--- src/source/plate_pkg.sv ---
package plate_pkg;

	// ------------------------------------------------------------
	// frame geometry
	// ------------------------------------------------------------

	// active pixels per href run
	localparam int img_w = 32;
	// href runs per frame
	localparam int img_h = 24;

	// coordinate widths
	localparam int x_w = 5;
	localparam int y_w = 5;

	// last valid column and row index
	localparam logic [x_w-1:0] x_last = x_w'(img_w - 1);
	localparam logic [y_w-1:0] y_last = y_w'(img_h - 1);

	// ------------------------------------------------------------
	// colour path
	// ------------------------------------------------------------

	// one colour channel
	localparam int pix_w = 8;
	// weighted product and sum width
	localparam int prod_w = 2 * pix_w;

	// cb weights, red and green get subtracted
	localparam logic [pix_w-1:0] cb_r_coef = 8'd43;
	localparam logic [pix_w-1:0] cb_g_coef = 8'd85;
	localparam logic [pix_w-1:0] cb_b_coef = 8'd128;
	// bias before the >>8, keeps the sum in 0..65535
	localparam logic [prod_w-1:0] cb_offset = 16'd32768;

	// mask is 1 for cb strictly above this
	localparam logic [pix_w-1:0] cb_threshold = 8'd150;

	// ------------------------------------------------------------
	// projection
	// ------------------------------------------------------------

	// per-row and per-column hit counters, up to img_w
	localparam int cnt_w = 6;
	// minimum eroded pixels for a row to be part of the plate
	localparam logic [cnt_w-1:0] row_min = 6'd4;
	// same for a column
	localparam logic [cnt_w-1:0] col_min = 6'd3;

endpackage

--- src/source/cb_threshold.sv ---
`timescale 1ns/1ps

module cb_threshold (
	input  logic                        clk,
	input  logic                        rst_n,
	input  logic                        vsync,
	input  logic                        href,
	input  logic                        clken,
	input  logic [plate_pkg::pix_w-1:0] red,
	input  logic [plate_pkg::pix_w-1:0] green,
	input  logic [plate_pkg::pix_w-1:0] blue,
	output logic                        bin_vsync,
	output logic                        bin_href,
	output logic                        bin_clken,
	output logic                        bin_bit
);

	// stage one weighted products
	logic [plate_pkg::prod_w-1:0] r_prod;
	logic [plate_pkg::prod_w-1:0] g_prod;
	logic [plate_pkg::prod_w-1:0] b_prod;
	// stage two sum and cb byte
	logic [plate_pkg::prod_w-1:0] cb_sum;
	logic [plate_pkg::pix_w-1:0]  cb_val;
	// sync pipes, bit 1 is the output end
	logic [1:0]                   vsync_sr;
	logic [1:0]                   href_sr;
	logic [1:0]                   clken_sr;

	// ------------------------------------------------------------
	// stage one
	// ------------------------------------------------------------

	// products taken every clock, strobe travels beside them
	always_ff @(posedge clk) begin
		r_prod <= red * plate_pkg::cb_r_coef;
		g_prod <= green * plate_pkg::cb_g_coef;
		b_prod <= blue * plate_pkg::cb_b_coef;
	end

	// ------------------------------------------------------------
	// stage two
	// ------------------------------------------------------------

	// offset first so the sum never goes below zero
	assign cb_sum = plate_pkg::cb_offset + b_prod - r_prod - g_prod;
	// upper byte is cb in 0..255
	assign cb_val = cb_sum[plate_pkg::prod_w-1:plate_pkg::pix_w];

	always_ff @(posedge clk) begin
		bin_bit <= (cb_val > plate_pkg::cb_threshold);
	end

	// sync levels delayed to line up with bin_bit
	always_ff @(posedge clk or negedge rst_n) begin
		if (!rst_n) begin
			vsync_sr <= '0;
			href_sr  <= '0;
			clken_sr <= '0;
		end else begin
			vsync_sr <= {vsync_sr[0], vsync};
			href_sr  <= {href_sr[0], href};
			clken_sr <= {clken_sr[0], clken};
		end
	end

	assign bin_vsync = vsync_sr[1];
	assign bin_href  = href_sr[1];
	assign bin_clken = clken_sr[1];

endmodule

--- src/source/mask_erode.sv ---
`timescale 1ns/1ps

module mask_erode (
	input  logic                      clk,
	input  logic                      rst_n,
	input  logic                      bin_vsync,
	input  logic                      bin_href,
	input  logic                      bin_clken,
	input  logic                      bin_bit,
	output logic                      ero_vsync,
	output logic                      ero_strobe,
	output logic                      ero_bit,
	output logic [plate_pkg::x_w-1:0] ero_x,
	output logic [plate_pkg::y_w-1:0] ero_y
);

	// pixel taken this clock
	logic                          pix_stb;
	// href one clock back, for the end of a run
	logic                          href_d;
	// position of the incoming mask pixel
	logic [plate_pkg::x_w-1:0]     x_cnt;
	logic [plate_pkg::y_w-1:0]     y_cnt;
	// line_a holds row y-1, line_b holds row y-2
	logic [plate_pkg::img_w-1:0]   line_a;
	logic [plate_pkg::img_w-1:0]   line_b;
	// window columns, {top, mid, bottom}
	logic [2:0]                    col_l;
	logic [2:0]                    col_m;
	logic [2:0]                    col_r;
	// window covers a full 3x3 inside the frame
	logic                          win_full;
	// and of all nine bits
	logic                          win_and;

	assign pix_stb = bin_href & bin_clken;

	// ------------------------------------------------------------
	// raster position
	// ------------------------------------------------------------

	// x restarts whenever href drops
	always_ff @(posedge clk or negedge rst_n) begin
		if (!rst_n) begin
			x_cnt <= '0;
		end else if (!bin_href) begin
			x_cnt <= '0;
		end else if (pix_stb) begin
			x_cnt <= x_cnt + 1'b1;
		end
	end

	// y steps at each href fall, cleared while vsync is low
	always_ff @(posedge clk or negedge rst_n) begin
		if (!rst_n) begin
			href_d <= 1'b0;
			y_cnt  <= '0;
		end else begin
			href_d <= bin_href;
			if (!bin_vsync) begin
				y_cnt <= '0;
			end else if (href_d && !bin_href) begin
				y_cnt <= y_cnt + 1'b1;
			end
		end
	end

	// ------------------------------------------------------------
	// line buffers and window
	// ------------------------------------------------------------

	// newest column straight from the buffers and the input
	assign col_r = {line_b[x_cnt], line_a[x_cnt], bin_bit};

	// x >= 2 and y >= 2
	assign win_full = (x_cnt[plate_pkg::x_w-1:1] != '0) && (y_cnt[plate_pkg::y_w-1:1] != '0);
	assign win_and  = &{col_l, col_m, col_r};

	// rows 0 and 1 of a frame overwrite stale buffer data before any use
	always_ff @(posedge clk) begin
		if (pix_stb) begin
			line_b[x_cnt] <= line_a[x_cnt];
			line_a[x_cnt] <= bin_bit;
			col_l         <= col_m;
			col_m         <= col_r;
		end
	end

	// ------------------------------------------------------------
	// result, centre is one up and one left of the input pixel
	// ------------------------------------------------------------

	always_ff @(posedge clk or negedge rst_n) begin
		if (!rst_n) begin
			ero_vsync  <= 1'b0;
			ero_strobe <= 1'b0;
		end else begin
			ero_vsync  <= bin_vsync;
			ero_strobe <= pix_stb & win_full;
		end
	end

	// border centres are never emitted
	always_ff @(posedge clk) begin
		if (pix_stb) begin
			ero_bit <= win_and;
			ero_x   <= x_cnt - 1'b1;
			ero_y   <= y_cnt - 1'b1;
		end
	end

endmodule

--- src/source/plate_locate_top.sv ---
`timescale 1ns/1ps

module plate_locate_top (
	input  logic                        clk,
	input  logic                        rst_n,
	// camera stream
	input  logic                        vsync,
	input  logic                        href,
	input  logic                        clken,
	input  logic [plate_pkg::pix_w-1:0] red,
	input  logic [plate_pkg::pix_w-1:0] green,
	input  logic [plate_pkg::pix_w-1:0] blue,
	// frame-end plate box
	output logic                        bounds_valid,
	output logic                        plate_found,
	output logic [plate_pkg::y_w-1:0]   plate_up,
	output logic [plate_pkg::y_w-1:0]   plate_down,
	output logic [plate_pkg::x_w-1:0]   plate_left,
	output logic [plate_pkg::x_w-1:0]   plate_right
);

	// ------------------------------------------------------------
	// stage links
	// ------------------------------------------------------------

	// blue mask stream, input timing plus 2 clocks
	logic                      bin_vsync;
	logic                      bin_href;
	logic                      bin_clken;
	logic                      bin_bit;
	// eroded mask with centre coordinates
	logic                      ero_vsync;
	logic                      ero_strobe;
	logic                      ero_bit;
	logic [plate_pkg::x_w-1:0] ero_x;
	logic [plate_pkg::y_w-1:0] ero_y;

	// cb and threshold
	cb_threshold cb_threshold_i (
		.clk       (clk),
		.rst_n     (rst_n),
		.vsync     (vsync),
		.href      (href),
		.clken     (clken),
		.red       (red),
		.green     (green),
		.blue      (blue),
		.bin_vsync (bin_vsync),
		.bin_href  (bin_href),
		.bin_clken (bin_clken),
		.bin_bit   (bin_bit)
	);

	// 3x3 erosion
	mask_erode mask_erode_i (
		.clk        (clk),
		.rst_n      (rst_n),
		.bin_vsync  (bin_vsync),
		.bin_href   (bin_href),
		.bin_clken  (bin_clken),
		.bin_bit    (bin_bit),
		.ero_vsync  (ero_vsync),
		.ero_strobe (ero_strobe),
		.ero_bit    (ero_bit),
		.ero_x      (ero_x),
		.ero_y      (ero_y)
	);

	// row / column projection and box report
	plate_projection plate_projection_i (
		.clk          (clk),
		.rst_n        (rst_n),
		.ero_vsync    (ero_vsync),
		.ero_strobe   (ero_strobe),
		.ero_bit      (ero_bit),
		.ero_x        (ero_x),
		.ero_y        (ero_y),
		.bounds_valid (bounds_valid),
		.plate_found  (plate_found),
		.plate_up     (plate_up),
		.plate_down   (plate_down),
		.plate_left   (plate_left),
		.plate_right  (plate_right)
	);

endmodule

--- src/source/plate_projection.sv ---
`timescale 1ns/1ps

module plate_projection (
	input  logic                      clk,
	input  logic                      rst_n,
	input  logic                      ero_vsync,
	input  logic                      ero_strobe,
	input  logic                      ero_bit,
	input  logic [plate_pkg::x_w-1:0] ero_x,
	input  logic [plate_pkg::y_w-1:0] ero_y,
	output logic                      bounds_valid,
	output logic                      plate_found,
	output logic [plate_pkg::y_w-1:0] plate_up,
	output logic [plate_pkg::y_w-1:0] plate_down,
	output logic [plate_pkg::x_w-1:0] plate_left,
	output logic [plate_pkg::x_w-1:0] plate_right
);

	// hits per row (horizontal projection) and per column (vertical)
	logic [plate_pkg::cnt_w-1:0] row_cnt [plate_pkg::img_h];
	logic [plate_pkg::cnt_w-1:0] col_cnt [plate_pkg::img_w];
	// end of frame detect
	logic                        vsync_d;
	logic                        frame_end;
	// scan state
	logic                        scan_busy;
	logic                        scan_done;
	logic [plate_pkg::x_w-1:0]   scan_idx;
	// qualifying row / column at the scan index
	logic                        row_ok;
	logic                        col_ok;
	// first and last qualifying index so far
	logic                        row_hit;
	logic                        col_hit;
	logic [plate_pkg::y_w-1:0]   row_first;
	logic [plate_pkg::y_w-1:0]   row_last;
	logic [plate_pkg::x_w-1:0]   col_first;
	logic [plate_pkg::x_w-1:0]   col_last;
	logic                        box_ok;

	// falling edge of the delayed vsync
	assign frame_end = vsync_d & ~ero_vsync;

	// ------------------------------------------------------------
	// projection counters
	// ------------------------------------------------------------

	always_ff @(posedge clk or negedge rst_n) begin
		if (!rst_n) begin
			for (int i = 0; i < plate_pkg::img_h; i++) begin
				row_cnt[i] <= '0;
			end
			for (int j = 0; j < plate_pkg::img_w; j++) begin
				col_cnt[j] <= '0;
			end
		end else if (scan_done) begin
			// ready for the next frame
			for (int i = 0; i < plate_pkg::img_h; i++) begin
				row_cnt[i] <= '0;
			end
			for (int j = 0; j < plate_pkg::img_w; j++) begin
				col_cnt[j] <= '0;
			end
		end else if (ero_strobe && ero_bit) begin
			row_cnt[ero_y] <= row_cnt[ero_y] + 1'b1;
			col_cnt[ero_x] <= col_cnt[ero_x] + 1'b1;
		end
	end

	// ------------------------------------------------------------
	// frame-end scan, one index per clock over img_w columns
	// ------------------------------------------------------------

	always_ff @(posedge clk or negedge rst_n) begin
		if (!rst_n) begin
			vsync_d   <= 1'b0;
			scan_busy <= 1'b0;
			scan_done <= 1'b0;
			scan_idx  <= '0;
		end else begin
			vsync_d   <= ero_vsync;
			scan_done <= 1'b0;
			if (frame_end) begin
				scan_busy <= 1'b1;
				scan_idx  <= '0;
			end else if (scan_busy) begin
				scan_idx <= scan_idx + 1'b1;
				if (scan_idx == plate_pkg::x_last) begin
					scan_busy <= 1'b0;
					scan_done <= 1'b1;
				end
			end
		end
	end

	// rows only exist below img_h
	assign col_ok = scan_busy && (col_cnt[scan_idx] >= plate_pkg::col_min);
	assign row_ok = scan_busy && (scan_idx[plate_pkg::y_w-1:0] <= plate_pkg::y_last) &&
		(row_cnt[scan_idx[plate_pkg::y_w-1:0]] >= plate_pkg::row_min);

	// first hit sets the low edge, every hit moves the high edge
	always_ff @(posedge clk or negedge rst_n) begin
		if (!rst_n) begin
			row_hit   <= 1'b0;
			col_hit   <= 1'b0;
			row_first <= '0;
			row_last  <= '0;
			col_first <= '0;
			col_last  <= '0;
		end else if (frame_end) begin
			row_hit <= 1'b0;
			col_hit <= 1'b0;
		end else begin
			if (row_ok) begin
				if (!row_hit) begin
					row_first <= scan_idx[plate_pkg::y_w-1:0];
				end
				row_last <= scan_idx[plate_pkg::y_w-1:0];
				row_hit  <= 1'b1;
			end
			if (col_ok) begin
				if (!col_hit) begin
					col_first <= scan_idx;
				end
				col_last <= scan_idx;
				col_hit  <= 1'b1;
			end
		end
	end

	// ------------------------------------------------------------
	// report, held until the next frame end
	// ------------------------------------------------------------

	// need both a row and a column for a box
	assign box_ok = row_hit & col_hit;

	always_ff @(posedge clk or negedge rst_n) begin
		if (!rst_n) begin
			bounds_valid <= 1'b0;
			plate_found  <= 1'b0;
			plate_up     <= '0;
			plate_down   <= '0;
			plate_left   <= '0;
			plate_right  <= '0;
		end else begin
			bounds_valid <= scan_done;
			if (scan_done) begin
				plate_found <= box_ok;
				plate_up    <= box_ok ? row_first : '0;
				plate_down  <= box_ok ? row_last : '0;
				plate_left  <= box_ok ? col_first : '0;
				plate_right <= box_ok ? col_last : '0;
			end
		end
	end

endmodule

--- config.mk ---
export PLATFORM = sky130hd
export DESIGN_NAME = plate_locate_top
export DESIGN_NICKNAME = d
export VERILOG_FILES = /design/src/source/plate_pkg.sv /design/src/source/cb_threshold.sv /design/src/source/mask_erode.sv /design/src/source/plate_locate_top.sv /design/src/source/plate_projection.sv
export SDC_FILE = /design/constraint.sdc
export NUM_CORES = 1
export LEC_CHECK = 0
export ABC_AREA = 1
export ABC_CLOCK_PERIOD_IN_PS = 3740
export BUFFER_PORTS_ARGS = -buffer_cell sky130_fd_sc_hd__buf_2
export CORE_UTILIZATION = 52
export DETAILED_ROUTE_END_ITERATION = 8
export PLACE_DENSITY = 0.77
export SYNTH_ARGS = -nofsm -noshare
export SYNTH_HDL_FRONTEND = slang
export SYNTH_HIERARCHICAL = 1
export SYNTH_SLANG_ARGS = --single-unit
--- constraint.sdc ---
create_clock -name clk -period 3.74 [get_ports clk]
set_input_delay 0.187 -clock clk [delete_from_list [all_inputs] [get_ports clk]]
set_output_delay 0.187 -clock clk [all_outputs]
set_load 0.02 [all_outputs]
==> results.yml <==
floorplan:
  initial_core_util_pct: 52.8
  fp.coreArea_um2: 55200
  dieArea_um2: 57000
  io-pin-count: 51
  die_h_um: 239
  die_x_um: 239
  core.rowCount: 86
logic_synthesis:
  ys_seq_elements: 526
  yosysTopAreaCell: "dfrtp_1"
  yosys.area.top_type_share_pct: 35.0
  synth_nets: 4006
  synth_edf_count: 81
  postSynth.asyncResetShare_pct: 77.4
  ys_warn_count: 6
  synth.yosys.seq_area_share_pct: 45.9
  synthCells: 3855
  syn-cell-area_um2: 29100
  ys.flop_type: "dfrtp_1"
  synth_area_leaders: "dfrtp_1 (35%), nand2_1 (18%), edfxtp_1 (8.3%)"
  yosysUniqueCellTypes: 53
  avgSynthCellArea_um2: 7.56
worst_setup_path:
  end_kind: "flop"
  cp_max_fo: 5
  arrival_ns: 3.84
  start_kind: "primary input"
  critical_path_required_ns: 4.29
  crit_type: "primary input to flop"
detailed_routing:
  vias: 26265
  wire_per_inst_um: 17.3
  drt_wl_total_mm: 81.5
  first_pass_iters: 8
  initialDrtViolationCount: 3108
  via_per_inst: 5.56
  drc: 0
  ant_nets: 0
timing:
  setup_tns_ns: 0
  rsz0062_at_grt: "no"
  slew_violations: 0
  max_clock_freq_mhz: 304
  fin_crit_ns: 3.29
  fin_worst_skew_ns: 0.0319
  setup-violations-final: 0
  worstMarginPinSlew_ns: 0.898
  hold_viol_final: 0
  max-slew-margin-rel_pct: 40.1
  period_share_pct: 87.8
power_and_ir_drop:
  intPower_mw: 10.8
  switching_share_pct: 32.4
  p_comb_share_pct: 24.7
  ir_drop_uv: 414
  power_frac_seq_pct: 39.5
  p_sw_mw: 5.18
  p_total_mw: 16.0
  power.density_nw_per_um2: 494
  p_leak_nw: 16.6
  power_frac_clock_pct: 35.7
cts:
  insertion_delay_ns: 0.65
  numCtsBuffers: 56
  clockRootBuffer: "clkbuf_16"
  htree_levels: 2
  clk_pin_slew_worst_paths_ns: 0.06
  cts_tree: "yes"
  clk_path_buf_depth: 3
  cts_resized: 0
  postCtsSetupRepairBufs: 0
  cts_sinks: 526
grt:
  grt_max_degree: 109
  grt_pass1_vias: 25333
  track_usage_pct: 29.2
  antenna_found_initial: 0
  grt_overflow: 0
  grt_pass1_wl_mm: 133
final_layout:
  final_util_pct: 58.7
  final_nets: 4076
  diodes: 0
  layout_commonest_cell: "nand2_1"
  final_cells: 4720
  drive_gt1_share_pct: 8.26
  syn2layout_area_growth_pct: 11.1
  final_cell_mix: "nand2_1 (1,418), inv_1 (429), dfrtp_1 (405)"
placement:
  port_buffers: 50
  dp.cells: 4596
  globalplace.congestion: 0.989
  place_hpwl_mm: 54.5
outcome:
  status: "finished clean"
job:
  maxCapViolCount: 0
hold_path:
  hp-class: "primary input to flop"
[final timing paths]
check | startpoint | end | slack, ns | depth (start not counted)
max in group asynchronous | rst_n | plate_projection_i/col_cnt[136] | 2.54 | 3
min in group asynchronous | rst_n | plate_projection_i/row_cnt[67] | 0.19 | 2
setup reg to reg | mask_erode_i/ero_x[0] | plate_projection_i/col_cnt[99] | 0.51 | 15
setup / recovery | green[1] | cb_threshold_i/g_prod[12] | 0.45 | 15
hold reg to reg | cb_threshold_i/clken_sr[0] | cb_threshold_i/clken_sr[1] | 0.35 | 0
hold / removal | green[3] | cb_threshold_i/g_prod[3] | 0.04 | 3
[metrics by stage]
| stage | worst slack (ns) | hold WS (ns) | instance area [um^2] |
|---|---|---|---|
| after floorplan | 0.710 | -0.109 | 29100 |
| after global placement | 0.442 | 0.290 | 30300 |
| after detailed placement | 0.389 | 0.291 | 30300 |
| after CTS | 0.499 | 0.00305 | 32400 |
| after global routing | 0.308 | 0.0326 | 32400 |
| final | 0.455 | 0.0393 | 32400 |
[what timing repair did]
action / in CTS / in global routing
hold endpoints to repair: 120 / 0
endpoints found under the setup margin: 0 / 0
hold buffers: 19 / 0
[power by group through the flow]
stage	clock, mW	combinational, mW	sequential (mW)
2_1_floorplan	0	2.91	6.36
4_1_cts	5.82	3.94	6.33
3_5_place_dp	0	3.89	6.43
3_3_place_gp	0	3.81	6.43
6_report	5.71	3.96	6.33
5_1_grt	6.05	4.47	6.35
[logic make-up after synthesis]
group                      share of synthesized area [%]
DFF                                                 45.9
adders and majority gates                           5.86
and+or+nand+nor                                     30.6
AOI/OAI and AO/OA                                   7.82
xor gates and xnor gates                           0.837
buffers and inverters                               8.98
[final cells by class]
cell class                      instances  area [um^2]
Tap cell                              748          936
Inverter                              472         1780
Sequential cell                       526        13400
Multi-Input combinational cell       2706        13100
Fill cell                            4929        22800
Timing Repair Buffer                  163         1240
Clock inverter                         29          317
Clock buffer                           76         1580
[layer usage]
layer	GRT usage, %	wire length [um]	part of all wire [%]	up-vias
met1	39.6	33200	41	12143
met3	6.58	8760	11	249
met2	45.5	36500	45	1425
met5	0	0	0	-
li1	-	-	-	12448
met4	11.3	3050	3.7	0
[cell usage after synthesis (9+ instances only)]
| library cell | instances |
|---|---|
| buf_6 | 12 |
| nor3_1 | 26 |
| nand2_1 | 1418 |
| nand4_1 | 32 |
| buf_4 | 24 |
| nor2_1 | 234 |
| o21ai_0 | 172 |
| o22ai_1 | 68 |
| buf_2 | 70 |
| nand2_2 | 15 |
| clkbuf_1 | 36 |
| inv_2 | 33 |
| fa_1 | 24 |
| dfrtp_1 | 407 |
| edfxtp_1 | 81 |
| nand3_1 | 377 |
| inv_1 | 429 |
| xnor2_1 | 9 |
| a22oi_1 | 21 |
| buf_1 | 9 |
| o21ai_1 | 79 |
| a21oi_1 | 53 |
| dfxtp_1 | 38 |
| ha_1 | 98 |
| xor2_1 | 17 |
[state kept, by name, indices dropped and copies added (netlist names), 8 cells and up]
signal and count:
cb_threshold_i/g_prod 15, plate_projection_i/col_cnt 192, mask_erode_i/line_a 32, cb_threshold_i/r_prod 14
mask_erode_i/line_b 32, plate_projection_i/row_cnt 144, cb_threshold_i/b_prod 8
[worst max-delay path: stages]
cell           delay [ns]
dlygate4sd3_1        0.53
buf_2                0.13
ha_1                 0.30
inv_1                0.06
fa_1                 0.50
inv_1                0.07
ha_1                 0.37
fa_1                 0.49
ha_1                 0.38
a21oi_1              0.22
o21ai_1              0.10
a21oi_1              0.20
nor2_1               0.06
nor2_1               0.11
xnor2_1              0.12
Power figures use the tool's default switching activity.
